`src/source/profiler_pkg.sv`:
```
package profiler_pkg;

  localparam int NUM_REASONS = 12;
  localparam int REASON_W    = 4;
  localparam int COUNT_W     = 32;
  localparam int ADDR_W      = 8;

  // Byte addresses, one 32-bit word per register
  localparam logic [ADDR_W-1:0] CTRL_ADDR     = 8'h00;
  localparam logic [ADDR_W-1:0] CNT_BASE_ADDR = 8'h04;
  localparam logic [ADDR_W-1:0] RETIRE_ADDR   = 8'h34;

  // Lower code wins when several reasons are present
  typedef enum logic [REASON_W-1:0] {
    unknown   = 4'd0,
    cmt_haz   = 4'd1,
    exception = 4'd2,
    fence     = 4'd3,
    br_miss   = 4'd4,
    fu_busy   = 4'd5,
    br_haz    = 4'd6,
    raw_haz   = 4'd7,
    sb_full   = 4'd8,
    bp_haz    = 4'd9,
    ic_miss   = 4'd10,
    iq_full   = 4'd11
  } stall_code_e;

  // Field position matches the code value
  typedef struct packed {
    logic iq_full;
    logic ic_miss;
    logic bp_haz;
    logic sb_full;
    logic raw_haz;
    logic br_haz;
    logic fu_busy;
    logic br_miss;
    logic fence;
    logic exception;
    logic cmt_haz;
    logic unknown;
  } stall_flags_s;

  typedef union packed {
    stall_flags_s           flags;
    logic [NUM_REASONS-1:0] bits;
  } stall_word_u;

  typedef struct packed {
    logic iq_ready;
    logic ic_miss;
    logic bp_bubble;
    logic iq_valid;
  } fetch_status_s;

  typedef struct packed {
    logic is_valid;
    logic is_ack;
    logic sb_full;
    logic unresolved_branch;
    logic ro_stall;
    logic fu_busy;
  } issue_status_s;

  typedef struct packed {
    logic branch_mispredict;
    logic exception;
    logic flush_unissued;
  } flush_status_s;

  // Second port only feeds the retire count
  typedef struct packed {
    logic cmt_valid;
    logic cmt_ack;
    logic cmt_ack1;
  } commit_status_s;

  typedef struct packed {
    logic               psel;
    logic               penable;
    logic               pwrite;
    logic [ADDR_W-1:0]  paddr;
    logic [COUNT_W-1:0] pwdata;
  } apb_req_s;

  typedef struct packed {
    logic [COUNT_W-1:0] prdata;
    logic               pready;
    logic               pslverr;
  } apb_rsp_s;

endpackage

```
`src/source/frontend_stall_stage.sv`:
```
module frontend_stall_stage (
  input  logic                        clk_i,
  input  logic                        reset_i,
  input  profiler_pkg::fetch_status_s fetch_i,
  input  profiler_pkg::flush_status_s flush_i,
  output profiler_pkg::stall_word_u   fe_word_o,
  output profiler_pkg::stall_word_u   flush_word_o
);
  import profiler_pkg::*;

  stall_word_u fetch_word;
  stall_word_u flush_word;
  stall_word_u fe_word_q;

  // A valid instruction in the queue means no fetch bubble
  always_comb begin
    fetch_word = '0;
    if (!fetch_i.iq_valid) begin
      fetch_word.flags.iq_full = ~fetch_i.iq_ready;
      fetch_word.flags.ic_miss = fetch_i.ic_miss;
      fetch_word.flags.bp_haz  = fetch_i.bp_bubble;
    end
  end

  // Fence only counts when no other flush source is active
  always_comb begin
    flush_word = '0;
    flush_word.flags.br_miss   = flush_i.branch_mispredict;
    flush_word.flags.exception = flush_i.exception;
    flush_word.flags.fence     = flush_i.flush_unissued
                               & ~(flush_i.branch_mispredict | flush_i.exception);
  end

  always_ff @(posedge clk_i) begin
    if (reset_i) begin
      fe_word_q <= '0;
    end else begin
      fe_word_q.bits <= fetch_word.bits | flush_word.bits;
    end
  end

  assign fe_word_o    = fe_word_q;
  assign flush_word_o = flush_word;

endmodule

```
`src/source/issue_stall_stage.sv`:
```
module issue_stall_stage (
  input  logic                        clk_i,
  input  logic                        reset_i,
  input  profiler_pkg::issue_status_s issue_i,
  input  profiler_pkg::stall_word_u   fe_word_i,
  input  profiler_pkg::stall_word_u   flush_word_i,
  output profiler_pkg::stall_word_u   is_word_o
);
  import profiler_pkg::*;

  logic        is_stall;
  stall_word_u issue_word;
  stall_word_u merged_word;
  stall_word_u is_word_q;

  // Instruction waiting at issue but not accepted
  assign is_stall = issue_i.is_valid & ~issue_i.is_ack;

  always_comb begin
    issue_word = '0;
    if (is_stall) begin
      issue_word.flags.sb_full = issue_i.sb_full;
      issue_word.flags.raw_haz = issue_i.ro_stall;
      issue_word.flags.br_haz  = issue_i.unresolved_branch;
      issue_word.flags.fu_busy = issue_i.fu_busy;
    end
  end

  // Inherited fetch reasons plus the flush seen this cycle
  always_comb begin
    merged_word.bits = fe_word_i.bits | flush_word_i.bits | issue_word.bits;
  end

  always_ff @(posedge clk_i) begin
    if (reset_i) begin
      is_word_q <= '0;
    end else begin
      is_word_q <= merged_word;
    end
  end

  assign is_word_o = is_word_q;

endmodule

```
`src/source/commit_stall_attrib.sv`:
```
module commit_stall_attrib (
  input  profiler_pkg::commit_status_s commit_i,
  input  profiler_pkg::stall_word_u    is_word_i,
  output logic                         stall_valid_o,
  output profiler_pkg::stall_code_e    stall_code_o,
  output logic [1:0]                   retire_o
);
  import profiler_pkg::*;

  stall_word_u cmt_word;
  stall_code_e code;

  always_comb begin
    cmt_word = is_word_i;
    cmt_word.flags.cmt_haz = commit_i.cmt_valid & ~commit_i.cmt_ack;
    // Nothing upstream explains the stall
    cmt_word.flags.unknown = ~(|cmt_word.bits[NUM_REASONS-1:1]);
  end

  // Walk from the top so the lowest set flag is the last to assign
  always_comb begin
    code = unknown;
    for (int i = NUM_REASONS - 1; i >= 0; i--) begin
      if (cmt_word.bits[i]) begin
        code = stall_code_e'(REASON_W'(i));
      end
    end
  end

  assign stall_valid_o = ~commit_i.cmt_ack;
  assign stall_code_o  = code;

  // 0 to 2 instructions per cycle
  assign retire_o = {1'b0, commit_i.cmt_ack} + {1'b0, commit_i.cmt_ack1};

endmodule

```
`src/source/stall_counter_bank.sv`:
```
module stall_counter_bank (
  input  logic                      clk_i,
  input  logic                      reset_i,
  input  logic                      stall_valid_i,
  input  profiler_pkg::stall_code_e stall_code_i,
  input  logic [1:0]                retire_i,
  input  profiler_pkg::apb_req_s    apb_req_i,
  output profiler_pkg::apb_rsp_s    apb_rsp_o
);
  import profiler_pkg::*;

  logic [COUNT_W-1:0] reason_cnt_q [NUM_REASONS];
  logic [COUNT_W-1:0] retire_cnt_q;
  logic               enable_q;

  logic               access;
  logic [ADDR_W-3:0]  word;
  logic [ADDR_W-3:0]  cnt_off;
  logic               in_range;
  logic               ctrl_wr;
  logic               clear;

  // Word decode of the byte address
  assign access   = apb_req_i.psel & apb_req_i.penable;
  assign word     = apb_req_i.paddr[ADDR_W-1:2];
  assign cnt_off  = word - CNT_BASE_ADDR[ADDR_W-1:2];
  assign in_range = (word <= RETIRE_ADDR[ADDR_W-1:2]);
  assign ctrl_wr  = access & apb_req_i.pwrite & (word == CTRL_ADDR[ADDR_W-1:2]);

  // Clear bit is a pulse, never stored
  assign clear = ctrl_wr & apb_req_i.pwdata[1];

  always_ff @(posedge clk_i) begin
    if (reset_i) begin
      enable_q <= 1'b0;
    end else if (ctrl_wr) begin
      enable_q <= apb_req_i.pwdata[0];
    end
  end

  // Clear wins over counting in the same cycle
  always_ff @(posedge clk_i) begin
    if (reset_i || clear) begin
      for (int i = 0; i < NUM_REASONS; i++) begin
        reason_cnt_q[i] <= '0;
      end
      retire_cnt_q <= '0;
    end else if (enable_q) begin
      if (stall_valid_i) begin
        reason_cnt_q[stall_code_i] <= reason_cnt_q[stall_code_i] + 1'b1;
      end
      retire_cnt_q <= retire_cnt_q + COUNT_W'(retire_i);
    end
  end

  // No wait states
  always_comb begin
    apb_rsp_o        = '0;
    apb_rsp_o.pready = 1'b1;
    if (access) begin
      apb_rsp_o.pslverr = ~in_range;
      if (!apb_req_i.pwrite && in_range) begin
        if (word == CTRL_ADDR[ADDR_W-1:2]) begin
          apb_rsp_o.prdata = {{(COUNT_W-1){1'b0}}, enable_q};
        end else if (word == RETIRE_ADDR[ADDR_W-1:2]) begin
          apb_rsp_o.prdata = retire_cnt_q;
        end else begin
          apb_rsp_o.prdata = reason_cnt_q[cnt_off[REASON_W-1:0]];
        end
      end
    end
  end

endmodule

```
`src/source/stall_profiler_top.sv`:
```
module stall_profiler_top (
  input  logic                         clk_i,
  input  logic                         reset_i,
  input  profiler_pkg::fetch_status_s  fetch_i,
  input  profiler_pkg::issue_status_s  issue_i,
  input  profiler_pkg::flush_status_s  flush_i,
  input  profiler_pkg::commit_status_s commit_i,
  input  profiler_pkg::apb_req_s       apb_req_i,
  output profiler_pkg::apb_rsp_s       apb_rsp_o
);
  import profiler_pkg::*;

  stall_word_u fe_word;
  stall_word_u flush_word;
  stall_word_u is_word;
  logic        stall_valid;
  stall_code_e stall_code;
  logic [1:0]  retire;

  frontend_stall_stage u_frontend_stall_stage (
    .clk_i        (clk_i),
    .reset_i      (reset_i),
    .fetch_i      (fetch_i),
    .flush_i      (flush_i),
    .fe_word_o    (fe_word),
    .flush_word_o (flush_word)
  );

  issue_stall_stage u_issue_stall_stage (
    .clk_i        (clk_i),
    .reset_i      (reset_i),
    .issue_i      (issue_i),
    .fe_word_i    (fe_word),
    .flush_word_i (flush_word),
    .is_word_o    (is_word)
  );

  commit_stall_attrib u_commit_stall_attrib (
    .commit_i      (commit_i),
    .is_word_i     (is_word),
    .stall_valid_o (stall_valid),
    .stall_code_o  (stall_code),
    .retire_o      (retire)
  );

  stall_counter_bank u_stall_counter_bank (
    .clk_i         (clk_i),
    .reset_i       (reset_i),
    .stall_valid_i (stall_valid),
    .stall_code_i  (stall_code),
    .retire_i      (retire),
    .apb_req_i     (apb_req_i),
    .apb_rsp_o     (apb_rsp_o)
  );

endmodule

```
`config.mk`:
```
export PLATFORM = sky130hd
export DESIGN_NAME = stall_profiler_top
export DESIGN_NICKNAME = d
export VERILOG_FILES = /design/src/source/profiler_pkg.sv /design/src/source/frontend_stall_stage.sv /design/src/source/issue_stall_stage.sv /design/src/source/commit_stall_attrib.sv /design/src/source/stall_counter_bank.sv /design/src/source/stall_profiler_top.sv
export SDC_FILE = /design/constraint.sdc
export NUM_CORES = 1
export LEC_CHECK = 0
export BUFFER_PORTS_ARGS = -buffer_cell sky130_fd_sc_hd__buf_2
export CAP_MARGIN = 0
export CORE_UTILIZATION = 57
export CTS_BUF_LIST = sky130_fd_sc_hd__clkbuf_8 sky130_fd_sc_hd__clkbuf_16
export CTS_CLUSTER_SIZE = 30
export DETAILED_ROUTE_END_ITERATION = 7
export PLACE_DENSITY_LB_ADDON = 0.25
export SYNTH_ARGS = -nofsm -noshare
export SYNTH_HDL_FRONTEND = slang
export SYNTH_HIERARCHICAL = 1
export SYNTH_SLANG_ARGS = --single-unit
export TNS_END_PERCENT = 1
```
`constraint.sdc`:
```
create_clock -name clk_i -period 8.2 [get_ports clk_i]
set_input_delay 2.46 -clock clk_i [delete_from_list [all_inputs] [get_ports clk_i]]
set_output_delay 2.46 -clock clk_i [all_outputs]
set_load 0.02 [all_outputs]
```
# --- Word-level counts from Yosys, hierarchy flattened ---
# Memories as Yosys holds them, arrays and structs flattened.
# Index checks and enable logic that the tools add are counted.
totals:
  out_inout_bits: 34
  ramBits: 384
  inputBits: 61
  reg_bits: 57
  memories: 1
classes:
  order_cmp: 1
  addsub: 4
  mux: 28
  bitwise: 16
  reduce_logical: 6
  n_eq_ne: 1
mem_list:
  columns: ["memory", "depth", "width", "rd", "rd_ports_with_merged_regs", "wr", "line", "rtl"]
  rows:
  - ["u_stall_counter_bank.reason_cnt_q", 12, 32, 2, 0, 12, "stall_counter_bank.sv:12", "logic [COUNT_W-1:0] reason_cnt_q [NUM_REASONS];"]
ops:
  columns: ["operator", "count"]
  rows:
  - ["2-to-1 mux 32 bit", 5]
  - ["2-to-1 mux 4 bit", 14]
  - ["adder 32 x 1 -> 32 bit (second input constant)", 1]
  - ["adder 32 x 2 -> 32 bit", 1]
  - ["OR reduction 32 bit", 1]
  - ["OR 12 x 5 -> 12 bit", 2]
  - ["OR 12 x 9 -> 12 bit", 1]
  - ["OR reduction 11 bit", 1]
  - ["2-to-1 mux 1 bit", 8]
  - ["AND 1 bit", 7]
  - ["== test 6 x 4 -> 1 bit (second input constant)", 1]
  - ["<= comparator 6 x 4 -> 1 bit (second input constant)", 1]
  - ["logical NOT 6 bit", 1]
  - ["inverter 1 bit", 5]
  - ["subtractor 4 x 1 -> 4 bit (second input constant)", 1]
  - ["2-to-1 mux 3 bit", 1]
  - ["adder 1 x 1 -> 2 bit", 1]
  - ["logical AND 1 bit", 1]
  - ["logical NOT 1 bit", 1]
  - ["logical OR 1 bit", 1]
  - ["OR 1 bit", 1]

# --- Depth between registers and ports, before layout ---
# An unclocked memory read counts as a cell.
logic_depth:
  ltp_word: 15
  ltp_mapped: 16

# --- By module ---
# The synthesis kept the hierarchy.
by_module_without_submodules:
  columns: ["mod", "cells_each", "seq_area_each_um2", "n_inst", "area_each_um2"]
  rows:
  - ["stall_counter_bank", 1889, 16035.4, 1, 28693.8]
  - ["issue_stall_stage", 41, 240.2, 1, 372.9]
  - ["frontend_stall_stage", 31, 120.1, 1, 311.5]
  - ["commit_stall_attrib", 24, 0.0, 1, 131.4]

# --- Worst setup path before layout ---
# Ideal clock, no wire load.
synth_path:
  path_kind: "in2out"
  startpoint: "input apb_req_i[34] (netlist name)"
  endpoint: "output apb_rsp_o[10] (netlist name)"
  stages: 10
  t_required_ns: 5.740
  setup_slack_ns: 0.073
  arrival_ns: 5.667
  path_buffers: 4
  path_cell_list: "clkbuf_1 buf_1 buf_1 inv_1 ha_1 xnor2_1 clkbuf_1 mux4_2 nand2_1 a21oi_1"
synth_rtl:
  columns: ["item", "line", "rtl"]
  rows:
  - ["start: declaration", "stall_profiler_top.sv:8", "input profiler_pkg::apb_req_s apb_req_i,"]
  - ["end: declaration", "stall_profiler_top.sv:9", "output profiler_pkg::apb_rsp_s apb_rsp_o"]

==> summary.md <==
| Metric | Value |
|---|---|
| Port buffer count | `61` |
| Sinks on the clock net | `561` |
| Critical path cell sequence | `clkbuf_8, inv_1, ha_4, buf_12, mux4_2, mux4_2, nand2_1, a21oi_1, buf_2` |
| Post-route antenna net violation count | `0` |
| Global route overflow | `0` |
| Max cap viols | `0` |
| Worst VDD drop | `0.158 mV` |
| Setup repair after global routing missed its margin | `false` |
| Maximum number of pins on one net before global-route repair | `78` |
| Required arrival time at the worst endpoint | `5740 ps` |
| H-tree level count | `2` |
| Worst Hold Path EP | `u_issue_stall_stage/is_word_o[11]` |
| Worst-case headroom to the max-slew limit | `19.7%` |
| Fill cells | `3587` |
| Worst setup path category | `in2out` |
| Detail Placement HPWL | `48600 microns` |
| Number of top-level pins | `95` |
| Startpoint type of the worst setup path | `input pin` |
| Switching pwr | `0.00185 W` |
| Via count of the first global-routing pass | `19.4k` |
| Die Outline Area | `52500 sq um` |
| DRC marker count from the first detailed-route iteration | `2579` |
| Combined buffer and inverter count along the critical path | `4` |
| Number of failing setup endpoints in the final timing report | `0` |
| FF-to-FF Start | `u_issue_stall_stage/is_word_o[10]` |
| Switching Fraction | `26.0%` |
| Clock network power share | `38.2%` |
| Slew at the pin with the worst max-slew slack | `1200 ps` |
| Placed Instances | `2601` |
| Endpoint class of the critical path | `output pin` |
| LEAKAGE | `11.1 nW` |
| Result of the run | `complete, no violations` |
| Critical path's most frequent cell | `mux4_2` |
| Number of instances resized during post-cts repair | `0` |
| Initial antenna violation count | `2` |
| Area of the placeable core | `50600 sq um` |
| Floorplan row count | `82` |
| Non-filler instance count after layout | `2712` |
| Starting density of the core | `58.2%` |
| Detailed Route WL | `83100 microns` |
| Hold_sp | `u_frontend_stall_stage/fe_word_o[11]` |
| Kind of cell adding the most delay to the critical path | `multiplexers` |
| Clock input transition at the sequential cells of the worst setup and hold paths | `60 ps` |
| Min Clock Period, post-route | `7560 ps` |
| Final hold vios | `0` |
| Setup TNS after final layout | `0 ps` |
| Fraction of final layout cells with drive strength greater than 1 | `31.2%` |
| Total Nets Final | `2058` |
| Total iterations of the first detailed-routing run | `5` |
| Worst clock skew | `34.5 ps` |
| Data arrival time of the critical path | `5100 ps` |
| Cts hold-fix bufs | `0` |
| GRT Resource Usage Total | `32.2%` |
| Synthesis-to-finish area growth | `9.61%` |
| RR Endpoint | `u_stall_counter_bank/reason_cnt_q[14][6]` |
| Power density over the cells | `220 nW/um^2` |
| Highest net fanout along the worst path | `40` |
| Design internal power | `0.00524 W` |
| Vias post-DR | `19.2k` |
| Part of the total power dissipated in combinational logic | `15.9%` |
| Clock buffer count from CTS | `59` |
| CP peak stage delay | `600 ps` |
| Clock root cell | `clkbuf_16` |
| Instance count of the mapped netlist | `1975` |
| Post-synthesis average cell area | `14.9 sq um` |
| Synth Warn # | `6` |
| Remaining design rule violation count | `0` |
| Max-slew violations | `0` |
| Die Width | `229 microns` |
| Share of the clock period used by the worst path | `92.2%` |
| Wire length of the first global-routing pass | `123000 microns` |
| Fin Hold WS | `438 ps` |
| Worst hold path class | `reg2reg` |
| Layout Cell Area excl Fill | `32300 sq um` |
| Post-CTS repair timing setup buffer count | `0` |
| Internal reg-to-reg setup slack | `3330 ps` |
| Register share of total power | `46.0%` |
| Buffers from clock root to sink, at most | `3` |
| CTS tree | `yes` |
| Post-Place Cell Area | `30300 sq um` |
| Netlist area before placement | `29400 sq um` |
| Number of diodes added for antenna fixing | `0` |
| Maximum operating frequency | `132 MHz` |
| Weighted congestion at the end of routability-driven global placement | `0.895` |
| Final routed wire length divided by cell count | `30.6 microns` |
| Via density | `7.10` |
| Hold Crit Depth | `2` |
| Die height | `229 microns` |
| Worst path slowest cell | `mux4_2` |
| Number of cells traversed by the worst register-to-register path | `11` |
| Clk_lat worst skew | `650 ps` |
## layer usage
metal | vias up | track usage [%] | share of wire [%]
met5 | - | 1.47 | 0.14
met1 | 9852 | 42.2 | 36
li1 | 7773 | - | -
met3 | 199 | 9.52 | 13
met2 | 1415 | 51.6 | 48
met4 | 4 | 10.9 | 3.2
## per-stage QoR
stage	total power [W]	util, %	setup slack [ps]
after floorplan	0.00412	-	73.1
after global placement	0.00439	59.9	697
after detailed placement	0.00442	59.9	689
after CTS	0.00710	63.8	675
after global routing	0.00728	63.8	535
final	0.00709	63.8	638
## power by group through the flow
stage	sequential [W]	combinational [W]	clock [W]
global placement	0.00331	0.00108	0
global route	0.00326	0.00118	0.00283
finish	0.00326	0.00113	0.00271
floorplan	0.00330	0.000823	0
detailed placement	0.00332	0.00110	0
CTS	0.00326	0.00111	0.00273
## sequential cells by signal (all words and copies together), names as in the netlist
signal	cells
u_frontend_stall_stage/fe_word_o	6
u_stall_counter_bank/enable_q	1
u_issue_stall_stage/is_word_o	10
u_stall_counter_bank/reason_cnt_q	512
u_stall_counter_bank/retire_cnt_q	32
## worst max path at each step
stage                   from            end  slack, ps  cells after the start
2_1_floorplan  apb_req_i[34]  apb_rsp_o[10]         70                     10
3_3_place_gp   apb_req_i[34]  apb_rsp_o[30]        700                      9
3_5_place_dp   apb_req_i[34]  apb_rsp_o[30]        690                      9
4_1_cts        apb_req_i[34]   apb_rsp_o[2]        680                     11
5_1_grt        apb_req_i[34]   apb_rsp_o[2]        540                     11
6_report       apb_req_i[34]  apb_rsp_o[30]        640                      9
## placed cells by master (no fill, tap or decap), types with 7 or more instances in the layout
cell,n
inv_1,34
o31ai_2,8
mux4_2,269
nand3_1,20
dfxtp_1,49
xor2_1,23
or4_4,13
nand2_2,33
clkinv_1,13
mux4_1,29
nand4_1,12
and2_1,12
edfxtp_1,512
nand2_1,117
clkinv_2,15
buf_4,67
a21oi_2,56
a21oi_1,166
nor3_1,7
conb_1,12
and3_1,12
a22oi_1,33
nor3b_1,10
buf_12,12
xnor2_1,20
clkbuf_16,60
buf_2,60
bufinv_16,8
nor2_1,270
## worst min-delay path, cell delays in order (launching register included)
cell and delay (ps):
dfxtp_1 310, nor2_1 40, nor2_1 60
## final cells by class
type	count	area (sq um)	share of cell area, %
multi-input combinational	1204	12000	37.1
sequential	561	16400	50.7
inverter	24	90.1	0.279
clock buffer	60	1500	4.66
timing repair buffer	140	1060	3.28
clock inverter	51	450	1.40
tap	672	841	2.61
Power figures use the tool's default switching activity.
